### config.mk
export PLATFORM = sky130hd
export DESIGN_NAME = mem_ctl_top
export DESIGN_NICKNAME = d
export VERILOG_FILES = /design/src/source/mem_ctl_pkg.sv /design/src/source/data_lane_align.sv /design/src/source/prefetch_buffer.sv /design/src/source/access_sequencer.sv /design/src/source/spi_engine.sv /design/src/source/mem_ctl_top.sv
export SDC_FILE = /design/constraint.sdc
export NUM_CORES = 1
export LEC_CHECK = 0
export BUFFER_PORTS_ARGS = -buffer_cell sky130_fd_sc_hd__buf_2
export CAP_MARGIN = 10
export CORE_UTILIZATION = 57
export CTS_CLUSTER_SIZE = 24
export DETAILED_ROUTE_END_ITERATION = 12
export GPL_TIMING_DRIVEN = 1
export PLACE_DENSITY = 0.9
export SKIP_CTS_REPAIR_TIMING = 1
export SLEW_MARGIN = 25
export SYNTH_ARGS = -nofsm -noshare
export SYNTH_HDL_FRONTEND = slang
export SYNTH_SLANG_ARGS = --single-unit
### constraint.sdc
create_clock -name clk -period 4.25 [get_ports clk]
set_input_delay 0.2125 -clock clk [delete_from_list [all_inputs] [get_ports clk]]
set_output_delay 0.2125 -clock clk [all_outputs]
set_load 0.02 [all_outputs]
### src/source/mem_ctl_pkg.sv
package mem_ctl_pkg;

    localparam int XLEN       = 32;
    localparam int SPI_ADDR_W = 24;
    localparam int LEN_W      = 3;

    // Top address byte of the flash region, every other value maps to PSRAM
    localparam logic [7:0] FLASH_REGION = 8'h00;

    localparam logic [SPI_ADDR_W-1:0] INSTR_STEP = 4;
    localparam logic [LEN_W-1:0]      WORD_BYTES = 4;

    typedef enum logic [7:0] {
        CMD_WRITE = 8'h02,
        CMD_READ  = 8'h03
    } spi_cmd_e;

    // RISC-V funct3 of loads and stores
    typedef enum logic [2:0] {
        OP_B  = 3'b000,
        OP_H  = 3'b001,
        OP_W  = 3'b010,
        OP_BU = 3'b100,
        OP_HU = 3'b101
    } mem_op_e;

    typedef enum logic [2:0] {
        ACC_IDLE,
        ACC_ACTIVE,
        ACC_NEXT_INSTR,
        ACC_PAUSE,
        ACC_STOP
    } access_state_e;

    typedef enum logic [1:0] {
        PH_IDLE,
        PH_HEADER,
        PH_DATA,
        PH_HOLD
    } engine_phase_e;

    // Bus order puts the lowest address in the top byte
    function automatic logic [XLEN-1:0] byte_swap(input logic [XLEN-1:0] w);
        return {w[7:0], w[15:8], w[23:16], w[31:24]};
    endfunction

endpackage

### src/source/data_lane_align.sv
`timescale 1ns/1ps

module data_lane_align (
    input  mem_ctl_pkg::mem_op_e           mem_flag,
    input  logic [mem_ctl_pkg::XLEN-1:0]   mem_wdata,
    input  logic [mem_ctl_pkg::XLEN-1:0]   raw_rdata,
    output logic [mem_ctl_pkg::LEN_W-1:0]  byte_count,
    output logic [mem_ctl_pkg::XLEN-1:0]   bus_wdata,
    output logic [mem_ctl_pkg::XLEN-1:0]   load_data
);

    logic [mem_ctl_pkg::XLEN-1:0] store_le;
    logic [mem_ctl_pkg::XLEN-1:0] load_le;

    assign store_le = mem_ctl_pkg::byte_swap(mem_wdata);

    // Narrow reads land in the low bytes of the shift register
    assign load_le = mem_ctl_pkg::byte_swap(raw_rdata);

    always_comb begin
        case (mem_flag)
            mem_ctl_pkg::OP_B, mem_ctl_pkg::OP_BU: byte_count = 1;
            mem_ctl_pkg::OP_H, mem_ctl_pkg::OP_HU: byte_count = 2;
            default:                               byte_count = mem_ctl_pkg::WORD_BYTES;
        endcase
    end

    // First byte on the wire is the one at the lowest address
    always_comb begin
        case (mem_flag)
            mem_ctl_pkg::OP_B: bus_wdata = {store_le[31:24], 24'h0};
            mem_ctl_pkg::OP_H: bus_wdata = {store_le[31:16], 16'h0};
            default:           bus_wdata = store_le;
        endcase
    end

    always_comb begin
        case (mem_flag)
            mem_ctl_pkg::OP_B:  load_data = {{24{load_le[31]}}, load_le[31:24]};
            mem_ctl_pkg::OP_BU: load_data = {24'h0, load_le[31:24]};
            mem_ctl_pkg::OP_H:  load_data = {{16{load_le[31]}}, load_le[31:16]};
            mem_ctl_pkg::OP_HU: load_data = {16'h0, load_le[31:16]};
            default:            load_data = load_le;
        endcase
    end

endmodule

### src/source/prefetch_buffer.sv
`timescale 1ns/1ps

module prefetch_buffer (
    input  logic                                clk,
    input  logic                                rst_n,
    input  logic [mem_ctl_pkg::SPI_ADDR_W-1:0]  instr_addr,
    input  logic [mem_ctl_pkg::SPI_ADDR_W-1:0]  fetch_addr,
    input  logic [mem_ctl_pkg::XLEN-1:0]        word,
    input  logic                                load_current,
    input  logic                                load_next,
    input  logic                                promote,
    input  logic                                flush,
    output logic [mem_ctl_pkg::XLEN-1:0]        instr_data,
    output logic                                cur_valid,
    output logic                                addr_hit,
    output logic                                seq_hit,
    output logic                                next_valid
);

    logic [mem_ctl_pkg::SPI_ADDR_W-1:0] cur_addr;
    logic [mem_ctl_pkg::SPI_ADDR_W-1:0] seq_addr;
    logic [mem_ctl_pkg::XLEN-1:0]       next_word;

    assign seq_addr = cur_addr + mem_ctl_pkg::INSTR_STEP;
    assign addr_hit = (instr_addr == cur_addr);
    assign seq_hit  = (instr_addr == seq_addr);

    always_ff @(posedge clk or negedge rst_n) begin
        if (!rst_n) begin
            cur_valid  <= 1'b0;
            next_valid <= 1'b0;
        end else if (flush) begin
            cur_valid  <= 1'b0;
            next_valid <= 1'b0;
        end else if (load_current) begin
            cur_valid  <= 1'b1;
            next_valid <= 1'b0;
        end else if (load_next) begin
            next_valid <= 1'b1;
        end else if (promote) begin
            cur_valid  <= next_valid;
            next_valid <= 1'b0;
        end
    end

    // Words arrive in bus order and are kept little-endian
    always_ff @(posedge clk) begin
        if (load_current) begin
            cur_addr   <= fetch_addr;
            instr_data <= mem_ctl_pkg::byte_swap(word);
        end else if (promote) begin
            cur_addr   <= seq_addr;
            instr_data <= next_word;
        end
        if (load_next) begin
            next_word <= mem_ctl_pkg::byte_swap(word);
        end
    end

endmodule

### src/source/access_sequencer.sv
`timescale 1ns/1ps

module access_sequencer (
    input  logic                                clk,
    input  logic                                rst_n,
    input  logic [mem_ctl_pkg::SPI_ADDR_W-1:0]  instr_addr,
    input  logic [mem_ctl_pkg::XLEN-1:0]        mem_addr,
    input  logic                                mem_we,
    input  logic                                mem_re,
    output logic [mem_ctl_pkg::XLEN-1:0]        mem_rdata,
    output logic                                mem_ready,
    // Engine side
    output logic                                start,
    output logic                                stop,
    output logic                                cont,
    output logic                                write_en,
    output logic                                target_ram,
    output logic [mem_ctl_pkg::SPI_ADDR_W-1:0]  addr,
    output logic [mem_ctl_pkg::LEN_W-1:0]       byte_count,
    output logic [mem_ctl_pkg::XLEN-1:0]        wdata,
    input  logic                                done,
    // Prefetch buffer side
    input  logic                                cur_valid,
    input  logic                                addr_hit,
    input  logic                                seq_hit,
    input  logic                                next_valid,
    output logic                                load_current,
    output logic                                load_next,
    output logic                                promote,
    output logic                                flush,
    // Lane align side
    input  logic [mem_ctl_pkg::LEN_W-1:0]       store_count,
    input  logic [mem_ctl_pkg::XLEN-1:0]        store_word,
    input  logic [mem_ctl_pkg::XLEN-1:0]        load_data
);

    mem_ctl_pkg::access_state_e state;
    logic is_instr;
    logic pend_we;
    logic pend_re;

    logic strobe;
    logic data_req;
    logic jump;
    logic in_burst;
    logic launch_data;
    logic launch_instr;
    logic data_done;

    assign strobe   = mem_we | mem_re;
    assign data_req = strobe | pend_we | pend_re;
    assign jump     = !addr_hit && !seq_hit;
    assign in_burst = (state == mem_ctl_pkg::ACC_NEXT_INSTR) || (state == mem_ctl_pkg::ACC_PAUSE);

    assign launch_data  = (state == mem_ctl_pkg::ACC_IDLE) && data_req;
    assign launch_instr = (state == mem_ctl_pkg::ACC_IDLE) && !data_req
                          && !(cur_valid && addr_hit) && !(seq_hit && next_valid);
    assign data_done    = (state == mem_ctl_pkg::ACC_ACTIVE) && !is_instr && done;

    // Buffer strobes act in the same cycle so a prefetched step costs one cycle
    assign load_current = (state == mem_ctl_pkg::ACC_ACTIVE) && is_instr && done;
    assign load_next    = (state == mem_ctl_pkg::ACC_NEXT_INSTR) && done;
    assign promote      = !data_req && seq_hit && next_valid
                          && ((state == mem_ctl_pkg::ACC_PAUSE) || (state == mem_ctl_pkg::ACC_IDLE));
    assign flush        = !data_req && jump && in_burst;

    always_ff @(posedge clk or negedge rst_n) begin
        if (!rst_n) begin
            state     <= mem_ctl_pkg::ACC_IDLE;
            is_instr  <= 1'b0;
            pend_we   <= 1'b0;
            pend_re   <= 1'b0;
            start     <= 1'b0;
            stop      <= 1'b0;
            cont      <= 1'b0;
            mem_ready <= 1'b0;
        end else begin
            start     <= 1'b0;
            stop      <= 1'b0;
            cont      <= 1'b0;
            mem_ready <= 1'b0;
            // Strobes last one cycle, hold them until the access starts
            if (mem_we) pend_we <= 1'b1;
            if (mem_re) pend_re <= 1'b1;

            case (state)
                mem_ctl_pkg::ACC_IDLE: begin
                    if (launch_data) begin
                        start    <= 1'b1;
                        is_instr <= 1'b0;
                        pend_we  <= 1'b0;
                        pend_re  <= 1'b0;
                        state    <= mem_ctl_pkg::ACC_ACTIVE;
                    end else if (launch_instr) begin
                        start    <= 1'b1;
                        is_instr <= 1'b1;
                        state    <= mem_ctl_pkg::ACC_ACTIVE;
                    end
                end
                mem_ctl_pkg::ACC_ACTIVE: begin
                    if (is_instr && strobe) begin
                        stop  <= 1'b1;
                        state <= mem_ctl_pkg::ACC_STOP;
                    end else if (done && is_instr) begin
                        cont  <= 1'b1;
                        state <= mem_ctl_pkg::ACC_NEXT_INSTR;
                    end else if (done) begin
                        mem_ready <= 1'b1;
                        stop      <= 1'b1;
                        state     <= mem_ctl_pkg::ACC_IDLE;
                    end
                end
                mem_ctl_pkg::ACC_NEXT_INSTR: begin
                    if (strobe || jump) begin
                        stop  <= 1'b1;
                        state <= mem_ctl_pkg::ACC_STOP;
                    end else if (done) begin
                        state <= mem_ctl_pkg::ACC_PAUSE;
                    end
                end
                mem_ctl_pkg::ACC_PAUSE: begin
                    if (strobe || jump) begin
                        stop  <= 1'b1;
                        state <= mem_ctl_pkg::ACC_STOP;
                    end else if (seq_hit) begin
                        cont  <= 1'b1;
                        state <= mem_ctl_pkg::ACC_NEXT_INSTR;
                    end
                end
                default: state <= mem_ctl_pkg::ACC_IDLE;
            endcase
        end
    end

    always_ff @(posedge clk) begin
        if (launch_data) begin
            addr       <= mem_addr[mem_ctl_pkg::SPI_ADDR_W-1:0];
            write_en   <= mem_we | pend_we;
            target_ram <= (mem_addr[mem_ctl_pkg::XLEN-1 -: 8] != mem_ctl_pkg::FLASH_REGION);
            byte_count <= store_count;
            wdata      <= store_word;
        end else if (launch_instr) begin
            addr       <= instr_addr;
            write_en   <= 1'b0;
            target_ram <= 1'b0;
            byte_count <= mem_ctl_pkg::WORD_BYTES;
        end
        if (data_done) begin
            mem_rdata <= load_data;
        end
    end

endmodule

### src/source/spi_engine.sv
`timescale 1ns/1ps

module spi_engine (
    input  logic                                clk,
    input  logic                                rst_n,
    input  logic                                start,
    input  logic                                stop,
    input  logic                                cont,
    input  logic                                write_en,
    input  logic                                target_ram,
    input  logic [mem_ctl_pkg::SPI_ADDR_W-1:0]  addr,
    input  logic [mem_ctl_pkg::LEN_W-1:0]       byte_count,
    input  logic [mem_ctl_pkg::XLEN-1:0]        wdata,
    output logic [mem_ctl_pkg::XLEN-1:0]        rdata,
    output logic                                done,
    output logic                                spi_sclk,
    output logic                                spi_mosi,
    output logic                                flash_cs_n,
    output logic                                ram_cs_n,
    input  logic                                spi_miso
);

    mem_ctl_pkg::engine_phase_e phase;
    mem_ctl_pkg::spi_cmd_e      cmd;

    logic [5:0]                   bit_cnt;
    logic                         cs_ram;
    logic                         shifting;
    logic                         last_bit;
    logic [mem_ctl_pkg::XLEN-1:0] tx_sr;
    logic [mem_ctl_pkg::XLEN-1:0] rx_sr;

    assign cmd      = write_en ? mem_ctl_pkg::CMD_WRITE : mem_ctl_pkg::CMD_READ;
    assign shifting = (phase == mem_ctl_pkg::PH_HEADER) || (phase == mem_ctl_pkg::PH_DATA);
    assign last_bit = (bit_cnt == 6'd1);

    // One chip select, routed by the target latched at start
    assign flash_cs_n = !((phase != mem_ctl_pkg::PH_IDLE) && !cs_ram);
    assign ram_cs_n   = !((phase != mem_ctl_pkg::PH_IDLE) && cs_ram);
    assign spi_mosi   = (phase != mem_ctl_pkg::PH_IDLE) && tx_sr[mem_ctl_pkg::XLEN-1];
    assign rdata      = rx_sr;

    always_ff @(posedge clk or negedge rst_n) begin
        if (!rst_n) begin
            phase    <= mem_ctl_pkg::PH_IDLE;
            bit_cnt  <= '0;
            spi_sclk <= 1'b0;
            cs_ram   <= 1'b0;
            done     <= 1'b0;
        end else begin
            done <= 1'b0;
            if (stop) begin
                phase    <= mem_ctl_pkg::PH_IDLE;
                spi_sclk <= 1'b0;
            end else begin
                case (phase)
                    mem_ctl_pkg::PH_IDLE: begin
                        if (start) begin
                            phase   <= mem_ctl_pkg::PH_HEADER;
                            bit_cnt <= 6'd32;
                            cs_ram  <= target_ram;
                        end
                    end
                    mem_ctl_pkg::PH_HEADER, mem_ctl_pkg::PH_DATA: begin
                        spi_sclk <= !spi_sclk;
                        // A bit ends on the falling edge
                        if (spi_sclk) begin
                            bit_cnt <= bit_cnt - 6'd1;
                            if (last_bit && phase == mem_ctl_pkg::PH_HEADER) begin
                                phase   <= mem_ctl_pkg::PH_DATA;
                                bit_cnt <= {byte_count, 3'b000};
                            end else if (last_bit) begin
                                phase <= mem_ctl_pkg::PH_HOLD;
                                done  <= 1'b1;
                            end
                        end
                    end
                    mem_ctl_pkg::PH_HOLD: begin
                        // Chip select stays low so a read burst can go on
                        if (cont) begin
                            phase   <= mem_ctl_pkg::PH_DATA;
                            bit_cnt <= 6'd32;
                        end
                    end
                    default: phase <= mem_ctl_pkg::PH_IDLE;
                endcase
            end
        end
    end

    always_ff @(posedge clk) begin
        if (phase == mem_ctl_pkg::PH_IDLE && start) begin
            tx_sr <= {cmd, addr};
        end else if (phase == mem_ctl_pkg::PH_HEADER && spi_sclk && last_bit) begin
            tx_sr <= wdata;
        end else if (shifting && spi_sclk) begin
            tx_sr <= {tx_sr[mem_ctl_pkg::XLEN-2:0], 1'b0};
        end
        // Sample MISO as SCLK rises
        if (phase == mem_ctl_pkg::PH_DATA && !spi_sclk) begin
            rx_sr <= {rx_sr[mem_ctl_pkg::XLEN-2:0], spi_miso};
        end
    end

endmodule

### src/source/mem_ctl_top.sv
`timescale 1ns/1ps

module mem_ctl_top (
    input  logic                           clk,
    input  logic                           rst_n,
    input  logic [mem_ctl_pkg::XLEN-1:0]   instr_addr,
    output logic [mem_ctl_pkg::XLEN-1:0]   instr_data,
    output logic                           instr_ready,
    input  logic [mem_ctl_pkg::XLEN-1:0]   mem_addr,
    input  logic [mem_ctl_pkg::XLEN-1:0]   mem_wdata,
    input  mem_ctl_pkg::mem_op_e           mem_flag,
    input  logic                           mem_we,
    input  logic                           mem_re,
    output logic [mem_ctl_pkg::XLEN-1:0]   mem_rdata,
    output logic                           mem_ready,
    output logic                           spi_sclk,
    output logic                           spi_mosi,
    input  logic                           spi_miso,
    output logic                           flash_cs_n,
    output logic                           ram_cs_n
);

    logic                               start, stop, cont, done;
    logic                               write_en, target_ram;
    logic [mem_ctl_pkg::SPI_ADDR_W-1:0] eng_addr;
    logic [mem_ctl_pkg::LEN_W-1:0]      eng_count, store_count;
    logic [mem_ctl_pkg::XLEN-1:0]       eng_wdata, eng_rdata;
    logic [mem_ctl_pkg::XLEN-1:0]       store_word, load_data;
    logic                               cur_valid, addr_hit, seq_hit, next_valid;
    logic                               load_current, load_next, promote, flush;

    // Only a word that belongs to the present address counts as ready
    assign instr_ready = cur_valid & addr_hit;

    access_sequencer u_seq (
        .clk, .rst_n,
        .instr_addr   (instr_addr[mem_ctl_pkg::SPI_ADDR_W-1:0]),
        .mem_addr, .mem_we, .mem_re, .mem_rdata, .mem_ready,
        .start, .stop, .cont, .write_en, .target_ram,
        .addr         (eng_addr),
        .byte_count   (eng_count),
        .wdata        (eng_wdata),
        .done,
        .cur_valid, .addr_hit, .seq_hit, .next_valid,
        .load_current, .load_next, .promote, .flush,
        .store_count, .store_word, .load_data
    );

    prefetch_buffer u_pfb (
        .clk, .rst_n,
        .instr_addr   (instr_addr[mem_ctl_pkg::SPI_ADDR_W-1:0]),
        .fetch_addr   (eng_addr),
        .word         (eng_rdata),
        .load_current, .load_next, .promote, .flush,
        .instr_data, .cur_valid, .addr_hit, .seq_hit, .next_valid
    );

    spi_engine u_spi (
        .clk, .rst_n,
        .start, .stop, .cont, .write_en, .target_ram,
        .addr         (eng_addr),
        .byte_count   (eng_count),
        .wdata        (eng_wdata),
        .rdata        (eng_rdata),
        .done,
        .spi_sclk, .spi_mosi, .flash_cs_n, .ram_cs_n, .spi_miso
    );

    data_lane_align u_align (
        .mem_flag, .mem_wdata,
        .raw_rdata    (eng_rdata),
        .byte_count   (store_count),
        .bus_wdata    (store_word),
        .load_data
    );

endmodule

Word level (Yosys, flattened, before mapping) --
Index checks and enable logic that the tools add are counted.
Word-level totals: register bits after elaboration 268, bits of input ports 104, output and inout bits 70, logic and storage cells 199
Operators by class: $add $sub $neg 2, equal/unequal tests 24, mux-type cells 78, bitwise operators 6, reduce and logical (&&, ||, !) cells 63
Operators by type and width (count):
- $mux 32 | 5
- $pmux 32 s4 | 1
- $mux 24 | 4
- $eq 24x24->1 | 2
- $pmux 24 s2 | 1
- $mux 1 | 40
- $mux 3 | 11
- $logic_and 1x1->1 | 28
- $add 24x3->24 const B | 1
- $mux 6 | 4
- $pmux 6 s3 | 1
- $mux 2 | 6
- $ne 3x2->1 const B | 4
- $pmux 3 s4 | 1
- $reduce_and 4->1 | 3
- $logic_not 1->1 | 10
- $reduce_bool 2->1 | 4
- $reduce_bool 8->1 | 1
- $reduce_or 2->1 | 4
- $eq 3x1->1 const B | 2
- $eq 3x2->1 const B | 2
- $eq 3x3->1 const B | 2
- $eq 6x1->1 const B | 1
- $logic_not 3->1 | 2
- other kinds (21) | 33

Depth between registers and ports, before layout --
Gate-level depths: netlist of the first run.
depth after elaboration 11, gate-level depth with buffers 11, gate-level depth less buffers 9

By module --
Synthesis of the first run repeated with hierarchy kept, for this count alone.
Second synthesis, totals: cells, all modules 901, area, all modules 12459.4 sq um
By module, submodules not included:
- prefetch_buffer | instances 1, cells an instance 360, area an instance 4654.5 sq um, seq. area each 2692.6 sq um
- access_sequencer | instances 1, cells an instance 188, area an instance 3746.1 sq um, seq. area each 3042.9 sq um
- spi_engine | instances 1, cells an instance 244, area an instance 3308.2 sq um, seq. area each 2197.1 sq um
- data_lane_align | instances 1, cells an instance 108, area an instance 744.5 sq um, seq. area each 0.0 sq um
- mem_ctl_top | instances 1, cells an instance 1, area an instance 6.3 sq um, seq. area each 0.0 sq um

Least setup slack after synthesis of the first run --
OpenSTA, ideal clock, no wires.
path kind flip-flop to flip-flop, from register u_pfb.cur_addr[2] (netlist bit), to register u_pfb.cur_addr[10] (netlist bit), enable pin, data arrival time 3.386 ns, path slack 0.452 ns, stages on the path, launching flop included 11, path buffers 1, cell sequence edfxtp_1 -> ha_1 -> nand3_1 -> xor2_1 -> o22ai_1 -> or4_1 -> nor4_1 -> and4b_1 -> buf_4 -> nand3_1 -> nand2_1
Between the ends: longest elaborated chain between the ends 6
Ends and longest elaborated chain:
- start: declaration | RTL line prefetch_buffer.sv:20 | logic [mem_ctl_pkg::SPI_ADDR_W-1:0] cur_addr;
- start signal: assignment | RTL line prefetch_buffer.sv:49 | cur_addr <= fetch_addr;
- start signal: assignment | RTL line prefetch_buffer.sv:52 | cur_addr <= seq_addr;
- $add 24x3->24 | RTL line prefetch_buffer.sv:24 | assign seq_addr = cur_addr + mem_ctl_pkg::INSTR_STEP;
- $eq 24x24->1 | RTL line prefetch_buffer.sv:26 | assign seq_hit = (instr_addr == seq_addr);
- $logic_and 1x1->1 (2 in a row) | RTL line access_sequencer.sv:63 | assign promote = !data_req && seq_hit && next_valid
- $logic_and 1x1->1 | RTL line access_sequencer.sv:64 | && ((state == mem_ctl_pkg::ACC_PAUSE) || (state == mem_ctl_pkg::ACC_IDLE));
- $reduce_bool 2->1 (no line)
No other way between the ends. A chain may end at the register's enable or synchronous reset.

Worst setup path after layout of the first run --
from register u_pfb.cur_addr[2] (netlist bit), to register u_seq.addr[15] (netlist bit), enable pin
Between the ends: longest elaborated chain between the ends 6, elaborated cells on any way between the ends 10, those cells by class add/sub (1); eq/ne (2); reduce/logical (7)
Ends and longest elaborated chain:
- $add 24x3->24 / $eq 24x24->1 (equally long branches) | RTL line prefetch_buffer.sv:24, prefetch_buffer.sv:25
- $eq 24x24->1 / $logic_and 1x1->1 (equally long branches) | RTL line prefetch_buffer.sv:26, access_sequencer.sv:57
- $logic_and 1x1->1 / $logic_not 1->1 (equally long branches) | RTL line access_sequencer.sv:57 | && !(cur_valid && addr_hit) && !(seq_hit && next_valid);
- $logic_not 1->1 / $logic_and 1x1->1 (equally long branches) | RTL line access_sequencer.sv:57
- $logic_and 1x1->1 (*) | RTL line access_sequencer.sv:57
- $reduce_bool 2->1 (no line) (*)
- end signal: assignment | RTL line access_sequencer.sv:137 | addr <= mem_addr[mem_ctl_pkg::SPI_ADDR_W-1:0];
- end signal: assignment | RTL line access_sequencer.sv:143 | addr <= instr_addr;
- end: declaration | RTL line access_sequencer.sv:18 | output logic [mem_ctl_pkg::SPI_ADDR_W-1:0] addr,
Every way passes the cells marked *; elsewhere a longest branch is shown, timed or not.

==> results of run 1 <==
==> metal layers <==
metal  vias to the layer above  global-route usage [%]
met1                      4350                    36.8
met2                       524                    48.3
met4                         0                    8.40
li1                       4146                       -
met3                        74                    6.70
met5                         -                       0
==> report_power, final <==
group / switching, W / internal [W] / leakage, nW / total (W)
combinational: 0.00121 / 0.000591 / 2.76 / 0.00180
clock: 0.00103 / 0.00125 / 0.421 / 0.00229
sequential: 0.000352 / 0.00376 / 2.57 / 0.00411
==> path summary, 6_finish.rpt <==
path                                   startpoint               end  slack (ns)  depth (start not counted)
worst min-delay path                instr_addr[2]     u_seq.addr[2]       -0.02                          3
worst max-delay path            u_pfb.cur_addr[2]    u_seq.addr[15]        0.40                         10
max in group asynchronous                   rst_n    u_spi.phase[0]        3.71                          2
worst max register to register  u_pfb.cur_addr[2]    u_seq.addr[15]        0.40                         10
min in group asynchronous                   rst_n  u_spi.bit_cnt[4]        0.18                          2
worst min register to register   u_seq.target_ram      u_spi.cs_ram        0.48                          1
==> sequential cells by signal (all words and copies together), names as in the netlist, 6 cells and up <==
signal	cells
u_pfb.cur_addr	24
u_pfb.instr_data	32
u_pfb.next_word	32
u_seq.addr	24
u_seq.mem_rdata	32
u_seq.wdata	32
u_spi.bit_cnt	6
u_spi.rdata	32
u_spi.tx_sr	32
==> worst min-delay path: cells and delay by family <==
family	cells	cell delay (ns)
buffers and inverters	1	0.10
AND/OR/NAND/NOR	2	0.10
==> cell families after synthesis <==
logic type,share of synthesized area (%)
buffers and inverters,2.31
XOR/XNOR,4.29
flip-flops,65.9
AO/OA/AOI/OAI,7.73
multiplexers,0.758
AND/OR/NAND/NOR,18.3
adder cells (fa/ha/maj),0.727
==> cells in the mapped netlist, drive strengths merged (19+ instances only) <==
master / number
edfxtp: 245
o21ai: 49
clkbuf: 45
a21oi: 31
dfrtp: 23
nor2b: 31
nand2: 305
a31oi: 26
xnor2: 30
xor2: 29
nand3: 19
nor2: 56
==> area by class of cell <==
type                            count  area [µm²]
Antenna cell                        1        2.50
Clock buffer                       32         704
Clock inverter                     18         133
Fill cell                        1341        5970
Inverter                           17        63.8
Multi-Input combinational cell    718        3860
Sequential cell                   268        7930
Tap cell                          270         338
Timing Repair Buffer              235        1490
==> per-stage QoR <==
| step | power (W) | cell area, µm² | util, % | setup slack [ns] |
|---|---|---|---|---|
| final | 0.00820 | 14500 | 70.8 | 0.401 |
| after global routing | 0.00853 | 14500 | 70.8 | 0.171 |
| after CTS | 0.00810 | 14000 | 68.1 | 0.491 |
| after detailed placement | 0.00583 | 13100 | 64.1 | 0.535 |
| after global placement | 0.00572 | 13100 | 64.0 | 0.601 |
| after floorplan | 0.00520 | 12000 | - | 0.452 |
==> impl_results.md, run 1 <==
- WL met3: 2940 µm
- Crit path max fanout: 18
- Die width: 147 µm
- Gate Count Post-Synth: 1056
- Root Driver: clkbuf_16
- Final WL: 32100 µm
- Failing checks: hold timing
- Critical path's top delay family: simple AND/OR/NAND/NOR gates
- Warning count from the yosys run: 0
- Final Skew: 0.0138 ns
- CTS tree: built
- Layout area overhead: 20.5%
- Maximum clock rate: 0.260 GHz
- Remaining global-route overflow: 0
- Via count: 9094
- Sequential element share of the synthesized area: 65.9%
- Fin Hold WS: -0.0177 ns
- CP Buf/Inv Count: 1
- Worst-path cell chain: ha_1 -> nand3_1 -> nor3_1 -> and3_1 -> a211o_1 -> nand3_1 -> and4b_1 -> nand2_1 -> a21o_1 -> buf_4
- Share of flip-flops with an asynchronous set or reset: 8.58%
- DRT antenna net count: 0
- Post-synth EDFFs: 245
- Worst path most repeated cell: nand3_1
- Initial antenna violation count: 1
- Vias in the first global route: 8774
- H-tree depth: 1
- Avg WL per Cell: 20.6 µm
- 1st-pass router iterations: 5
- Most common cell after layout, fill and taps aside: nand2_1
- CP endpoint kind: flop
- M1 wire length: 12300 µm
- Netlist Area Pre-Place: 0.0120 mm²
- PwrDens: 565 mW/mm²
- #FFs+latches synth: 268
- Die height: 147 µm
- Final worst-path cycle share: 90.6%
- Top sig layer: met4
- Post-synthesis cell type count: 65
- Slowest stage delay, CP: 0.49 ns
- Die ar.: 0.0217 mm²
- Unrepaired setup endpoints after global routing: no
- Largest area contributor in the netlist: edfxtp_1
- # rows: 52
- Starting density of the core: 58.8%
- CTS max path bufs: 3
- Port Buffers: 165
- Min-Delay Path Class: in2reg
- Syn nets: 1167
- Clock sinks: 268
- Status: finished with violations
- Post-Place Cells: 1453
- Core area: 0.0205 mm²
- Layout cells sized above 1: 19.1%
- Finished Layout Cells: 1559
- Setup tns final: 0 ns
- Final Hold Vio Count: 5
- Largest net degree at the start of global routing: 51
- Slowest-stage cell, CP: nor3_1
- CP required: 4.47 ns
- Synth top area cells: edfxtp_1 (61%), nand2_1 (9.5%), dfrtp_1 (4.8%), xnor2_1 (2.2%), xor2_1 (2.1%)
- Max_cap viols: 0
- DR WL met2: 15800 µm
- Syn Area/Cell: 11.4 µm²
- Pleak: 5.75 nW
- Most frequent cells in the layout: nand2_1 (303), edfxtp_1 (245), buf_2 (165)
- Placer congestion estimate: 0.921
- VDD IR-drop max: 0.000503 V
- Slew Viols, Final: 0
- Final min period: 3.85 ns
- Dpl hpwl: 20400 µm
- Clock transition at path regs: 0.06 ns
- CTS buffer count: 27
- GRT Util Overall: 28.5%
- Vias/cell: 5.83
- DR DRC count: 0
- Top-area cell type share of the netlist area: 61.1%
- First-pass GRT wire length: 47400 µm
- Worst path arrival time: 4.07 ns
- Drt first-iter violations: 910
- Setup-failing EPs final: 0
- Top Ports: 174
- Worst-margin pin slew: 0.989 ns
- Relative slew slack: 33.9%
- Final nets: 1378
- Skew-Pair Late Insertion Delay: 0.55 ns
- CP Class: reg2reg
- CP startpoint kind: flop
- Post-synth top flop: edfxtp_1
(Power assumes the default switching activity.)
==> run 2, diff against run 1 <==
==> constraint.sdc (replaced) <==
create_clock -name clk -period 4.25 [get_ports clk]
set_input_delay 0.85 -clock clk [delete_from_list [all_inputs] [get_ports clk]]
set_output_delay 0.85 -clock clk [all_outputs]
set_load 0.02 [all_outputs]
==> impl_results.md, run 2 (same netlist as run 1, synthesis figures left out) <==
- Status: completed
- Worst path most repeated cell: nand3_1
- Layout area overhead: 16.3%
- Final Cell Area: 0.0140 mm²
- Initial antenna violation count: 3
- GRT Util Overall: 28.4%
- Avg WL per Cell: 20.3 µm
- Worst-margin pin slew: 0.960 ns
- DRT antenna net count: 0
- First-pass GRT wire length: 47600 µm
- Root Driver: clkbuf_16
- DR DRC count: 0
- FILL cells: 1365
- Vias/cell: 5.89
- Final WL: 30500 µm
- Pleak: 5.53 nW
- Fin Hold WS: 0.280 ns
- Critical path's top delay family: simple AND/OR/NAND/NOR gates
- VDD IR-drop max: 0.000424 V
- Slowest stage delay, CP: 0.48 ns
- Final Hold Vio Count: 0
- Flop pwr share: 50.5%
- Most common cell after layout, fill and taps aside: nand2_1
- Tot Pwr: 0.00816 W
- Port Buffers: 165
- Final Skew: 0.0112 ns
- Top sig layer: met5
- Drt first-iter violations: 809
- Remaining global-route overflow: 0
- CP Class: reg2reg
- Min-Delay Path Class: in2async
- Most frequent cells in the layout: nand2_1 (303), edfxtp_1 (245), buf_2 (165)
- Vias in the first global route: 8907
- Top Ports: 174
- Clock sinks: 268
- CP required: 4.49 ns
- Slew Viols, Final: 0
- Die width: 147 µm
- Final min period: 3.68 ns
- Relative slew slack: 35.5%
- Crit path max fanout: 13
- Sw Share: 31.0%
- Core area: 0.0205 mm²
- Final worst-path cycle share: 86.6%
- Slowest-stage cell, CP: edfxtp_1
- Area taken by multi-input logic gates: 0.00386 mm²
- Maximum clock rate: 0.272 GHz
- Psw: 0.00253 W
- Clk pwr share: 28.3%
- Dpl hpwl: 20600 µm
- Fin util: 68.4%
- Clock transition at path regs: 0.06 ns
- WL met3: 2870 µm
- PwrDens: 582 mW/mm²
- Starting density of the core: 58.8%
- DR WL met2: 14800 µm
- CTS tree: built
- Worst path arrival time: 3.92 ns
- Setup-failing EPs final: 0
- Setup tns final: 0 ns
- Layout cells sized above 1: 19.7%
- CTS max path bufs: 3
- # rows: 52
- Comb power frac: 21.2%
- H-tree depth: 1
- Die height: 147 µm
- M1 wire length: 11800 µm
- Unrepaired setup endpoints after global routing: no
- Storage cell area: 0.00793 mm²
- Final nets: 1324
- CTS buffer count: 27
- Pint: 0.00563 W
- Die ar.: 0.0217 mm²
- Worst-path cell chain: ha_1 -> nand3_1 -> nor3_1 -> and3_1 -> o2111ai_1 -> nand3_1 -> and4b_1 -> nand3_1 -> nand2_2 -> buf_4
- CP endpoint kind: flop
- Max_cap viols: 0
- CP Buf/Inv Count: 1
- Largest net degree at the start of global routing: 61
- Via count: 8861
- Placer congestion estimate: 0.897
- 1st-pass router iterations: 5
- Skew-Pair Late Insertion Delay: 0.55 ns
- Placed cell areas: 0.0132 mm²
- CP startpoint kind: flop
run 2: cell types whose count changed in the layout (fill, tap and decap cells not counted), moves of 2 or more:
cell           before  now
buf_12              0    2
clkbuf_1            4    6
dlygate4sd3_1      55    0
clkinv_2           11    7
run 2: power groups by stage:
stage               clock network [W]  logic (W)  registers, W
floorplan                           0    0.00118       0.00402
global placement                    0    0.00161       0.00411
detailed placement                  0    0.00170       0.00415
CTS                           0.00232    0.00172       0.00411
global route                  0.00241    0.00189       0.00417
finish                        0.00231    0.00173       0.00412
run 2: per-stage QoR:
step / setup WS [ns] / cells
3_5_place_dp: 0.463 / 1454
3_3_place_gp: 0.507 / 1454
6_report: 0.567 / 1505
4_1_cts: 0.589 / 1503
5_1_grt: 0.346 / 1503
2_1_floorplan: 0.344 / 1056
run 2: area by class of cell:
class / count / area share, %
Tap cell: 270 / 2.41
Inverter: 17 / 0.455
Antenna cell: 2 / 0.0357
Multi-Input combinational cell: 718 / 27.5
Timing Repair Buffer: 181 / 6.93
Sequential cell: 268 / 56.6
Clock inverter: 16 / 1.05
Clock buffer: 33 / 4.98
run 2: worst paths after layout:
check / end / slack, ns / cells after the start / start
max in group asynchronous: u_spi.bit_cnt[4] / 3.60 / 1 / rst_n
min reg2reg: u_spi.cs_ram / 0.49 / 1 / u_seq.target_ram
max: u_pfb.cur_addr[10] / 0.57 / 10 / u_pfb.cur_addr[2]
max reg2reg: u_pfb.cur_addr[10] / 0.57 / 10 / u_pfb.cur_addr[2]
min: u_seq.state[1] / 0.28 / 1 / rst_n
min in group clk: u_seq.wdata[31] / 0.48 / 1 / mem_wdata[7]
run 2: routing by layer:
metal	vias up	global-route usage [%]
met3	79	7.10
met1	4293	36.3
met5	-	0
li1	4047	-
met2	440	47.6
met4	2	9.48
==> run 3, diff against run 2 <==
clock period = 3.9 ns   (was 4.25 ns; I/O delays follow)
==> impl_results.md, run 3 (same netlist as run 1, synthesis figures left out) <==
- Min-Delay Path Class: in2async
- Final nets: 1326
- Core area: 0.0205 mm²
- Largest net degree at the start of global routing: 55
- Slowest-stage cell, CP: edfxtp_1
- Layout cells sized above 1: 20.2%
- Sw Share: 30.3%
- Clk pwr share: 30.6%
- Skew-Pair Late Insertion Delay: 0.55 ns
- Crit path max fanout: 5
- Via count: 8977
- CTS buffer count: 27
- Worst path arrival time: 2.91 ns
- Most common cell after layout, fill and taps aside: nand2_1
- CP Class: reg2out
- CTS max path bufs: 3
- Layout area overhead: 17.3%
- Status: completed
- Root Driver: clkbuf_16
- Vias/cell: 5.96
- GRT Util Overall: 29.3%
- Final Hold Vio Count: 0
- Starting density of the core: 58.8%
- Psw: 0.00278 W
- Remaining global-route overflow: 0
- Relative slew slack: 31.2%
- CP endpoint kind: output port
- Clock sinks: 268
- Comb power frac: 20.5%
- Final worst-path cycle share: 94.6%
- CP Buf/Inv Count: 2
- Fin util: 69.0%
- Port Buffers: 165
- DRT antenna net count: 0
- Drt first-iter violations: 841
- Placer congestion estimate: 0.891
- H-tree depth: 1
- Final Skew: 0.00932 ns
- 1st-pass router iterations: 7
- Fin Hold WS: 0.221 ns
- VDD IR-drop max: 0.000472 V
- Max_cap viols: 0
- Die ar.: 0.0217 mm²
- Pleak: 5.59 nW
- CTS tree: built
- Dpl hpwl: 20400 µm
- Top Ports: 174
- Slew Viols, Final: 0
- Worst-margin pin slew: 1.02 ns
- Final Cell Area: 0.0141 mm²
- Maximum clock rate: 0.271 GHz
- Die height: 147 µm
- Critical path's top delay family: simple AND/OR/NAND/NOR gates
- Slowest stage delay, CP: 0.46 ns
- Initial antenna violation count: 4
- Most frequent cells in the layout: nand2_1 (303), edfxtp_1 (245), buf_2 (165)
- Final min period: 3.69 ns
- Vias in the first global route: 8935
- # rows: 52
- CP required: 3.12 ns
- PwrDens: 649 mW/mm²
- Flop pwr share: 48.9%
- Tot Pwr: 0.00918 W
- Avg WL per Cell: 20.9 µm
- FILL cells: 1312
- Setup tns final: 0 ns
- Clock transition at path regs: 0.06 ns
- Die width: 147 µm
- First-pass GRT wire length: 48800 µm
- Setup-failing EPs final: 0
- CP startpoint kind: flop
- Placed cell areas: 0.0132 mm²
- Final WL: 31500 µm
- Unrepaired setup endpoints after global routing: no
- Pint: 0.00640 W
- DR DRC count: 0
- Worst-path cell chain: xnor2_1 -> o2111ai_1 -> a2111o_1 -> nor4_1 -> buf_4 -> and2_1 -> buf_2
[run 3: cell count changes in the layout (fill, tap and decap cells not counted), moves of 2 or more]
cell,previous run,this run
bufinv_16,2,5
clkbuf_1,6,1
clkbuf_8,0,5
clkinv_2,7,3
clkinvlp_4,0,2
inv_6,2,0
buf_4,14,17
[run 3: path summary, 6_finish.rpt]
kind / startpoint / endpoint / slack, ns / depth (start not counted)
worst max-delay path: u_pfb.cur_addr[22] / instr_ready / 0.21 / 7
worst min-delay path: rst_n / u_pfb.cur_valid / 0.22 / 1
worst max register to register: u_pfb.cur_addr[2] / u_pfb.instr_data[7] / 0.53 / 10
worst min register to register: u_seq.target_ram / u_spi.cs_ram / 0.47 / 1
max in group asynchronous: rst_n / u_spi.bit_cnt[1] / 3.32 / 1
min in group clk: mem_wdata[6] / u_seq.wdata[30] / 0.41 / 1
[run 3: worst reg2reg max path, delay by kind of cell, from the launching register on]
| kind | cells | cell delay, ns |
|---|---|---|
| and+or+nand+nor | 8 | 1.82 |
| adders and majority gates | 1 | 0.37 |
| DFF | 1 | 0.49 |
| buffers and inverters | 1 | 0.27 |
[run 3: routing by layer]
| metal | routed length (µm) | up-vias | track usage, % |
|---|---|---|---|
| met1 | 11900 | 4318 | 37.2 |
| li1 | - | 4047 | - |
| met3 | 2900 | 93 | 6.02 |
| met4 | 1060 | 2 | 10.8 |
| met5 | 11 | - | 0 |
| met2 | 15500 | 517 | 50.0 |
[run 3: final cells by class]
cell class	count	area (µm²)	area share, %
Timing Repair Buffer	183	973	6.89
Clock buffer	33	748	5.29
Tap cell	270	338	2.39
Multi-Input combinational cell	718	3850	27.2
Clock inverter	15	220	1.56
Sequential cell	268	7930	56.1
Inverter	17	63.8	0.451
Antenna cell	3	7.51	0.0531
[run 3: power groups by stage]
| stage | registers [W] | clock network [W] | logic, W |
|---|---|---|---|
| after floorplan | 0.00438 | 0 | 0.00129 |
| after global placement | 0.00448 | 0 | 0.00176 |
| after detailed placement | 0.00451 | 0 | 0.00185 |
| after CTS | 0.00448 | 0.00281 | 0.00188 |
| after global routing | 0.00454 | 0.00291 | 0.00208 |
| final | 0.00449 | 0.00281 | 0.00188 |
[run 3: metrics by stage]
stage | worst slack [ns] | instances
after floorplan | 0.0641 | 1056
after global placement | 0.412 | 1456
after detailed placement | 0.410 | 1456
after CTS | 0.261 | 1504
after global routing | 0.114 | 1505
final | 0.212 | 1507
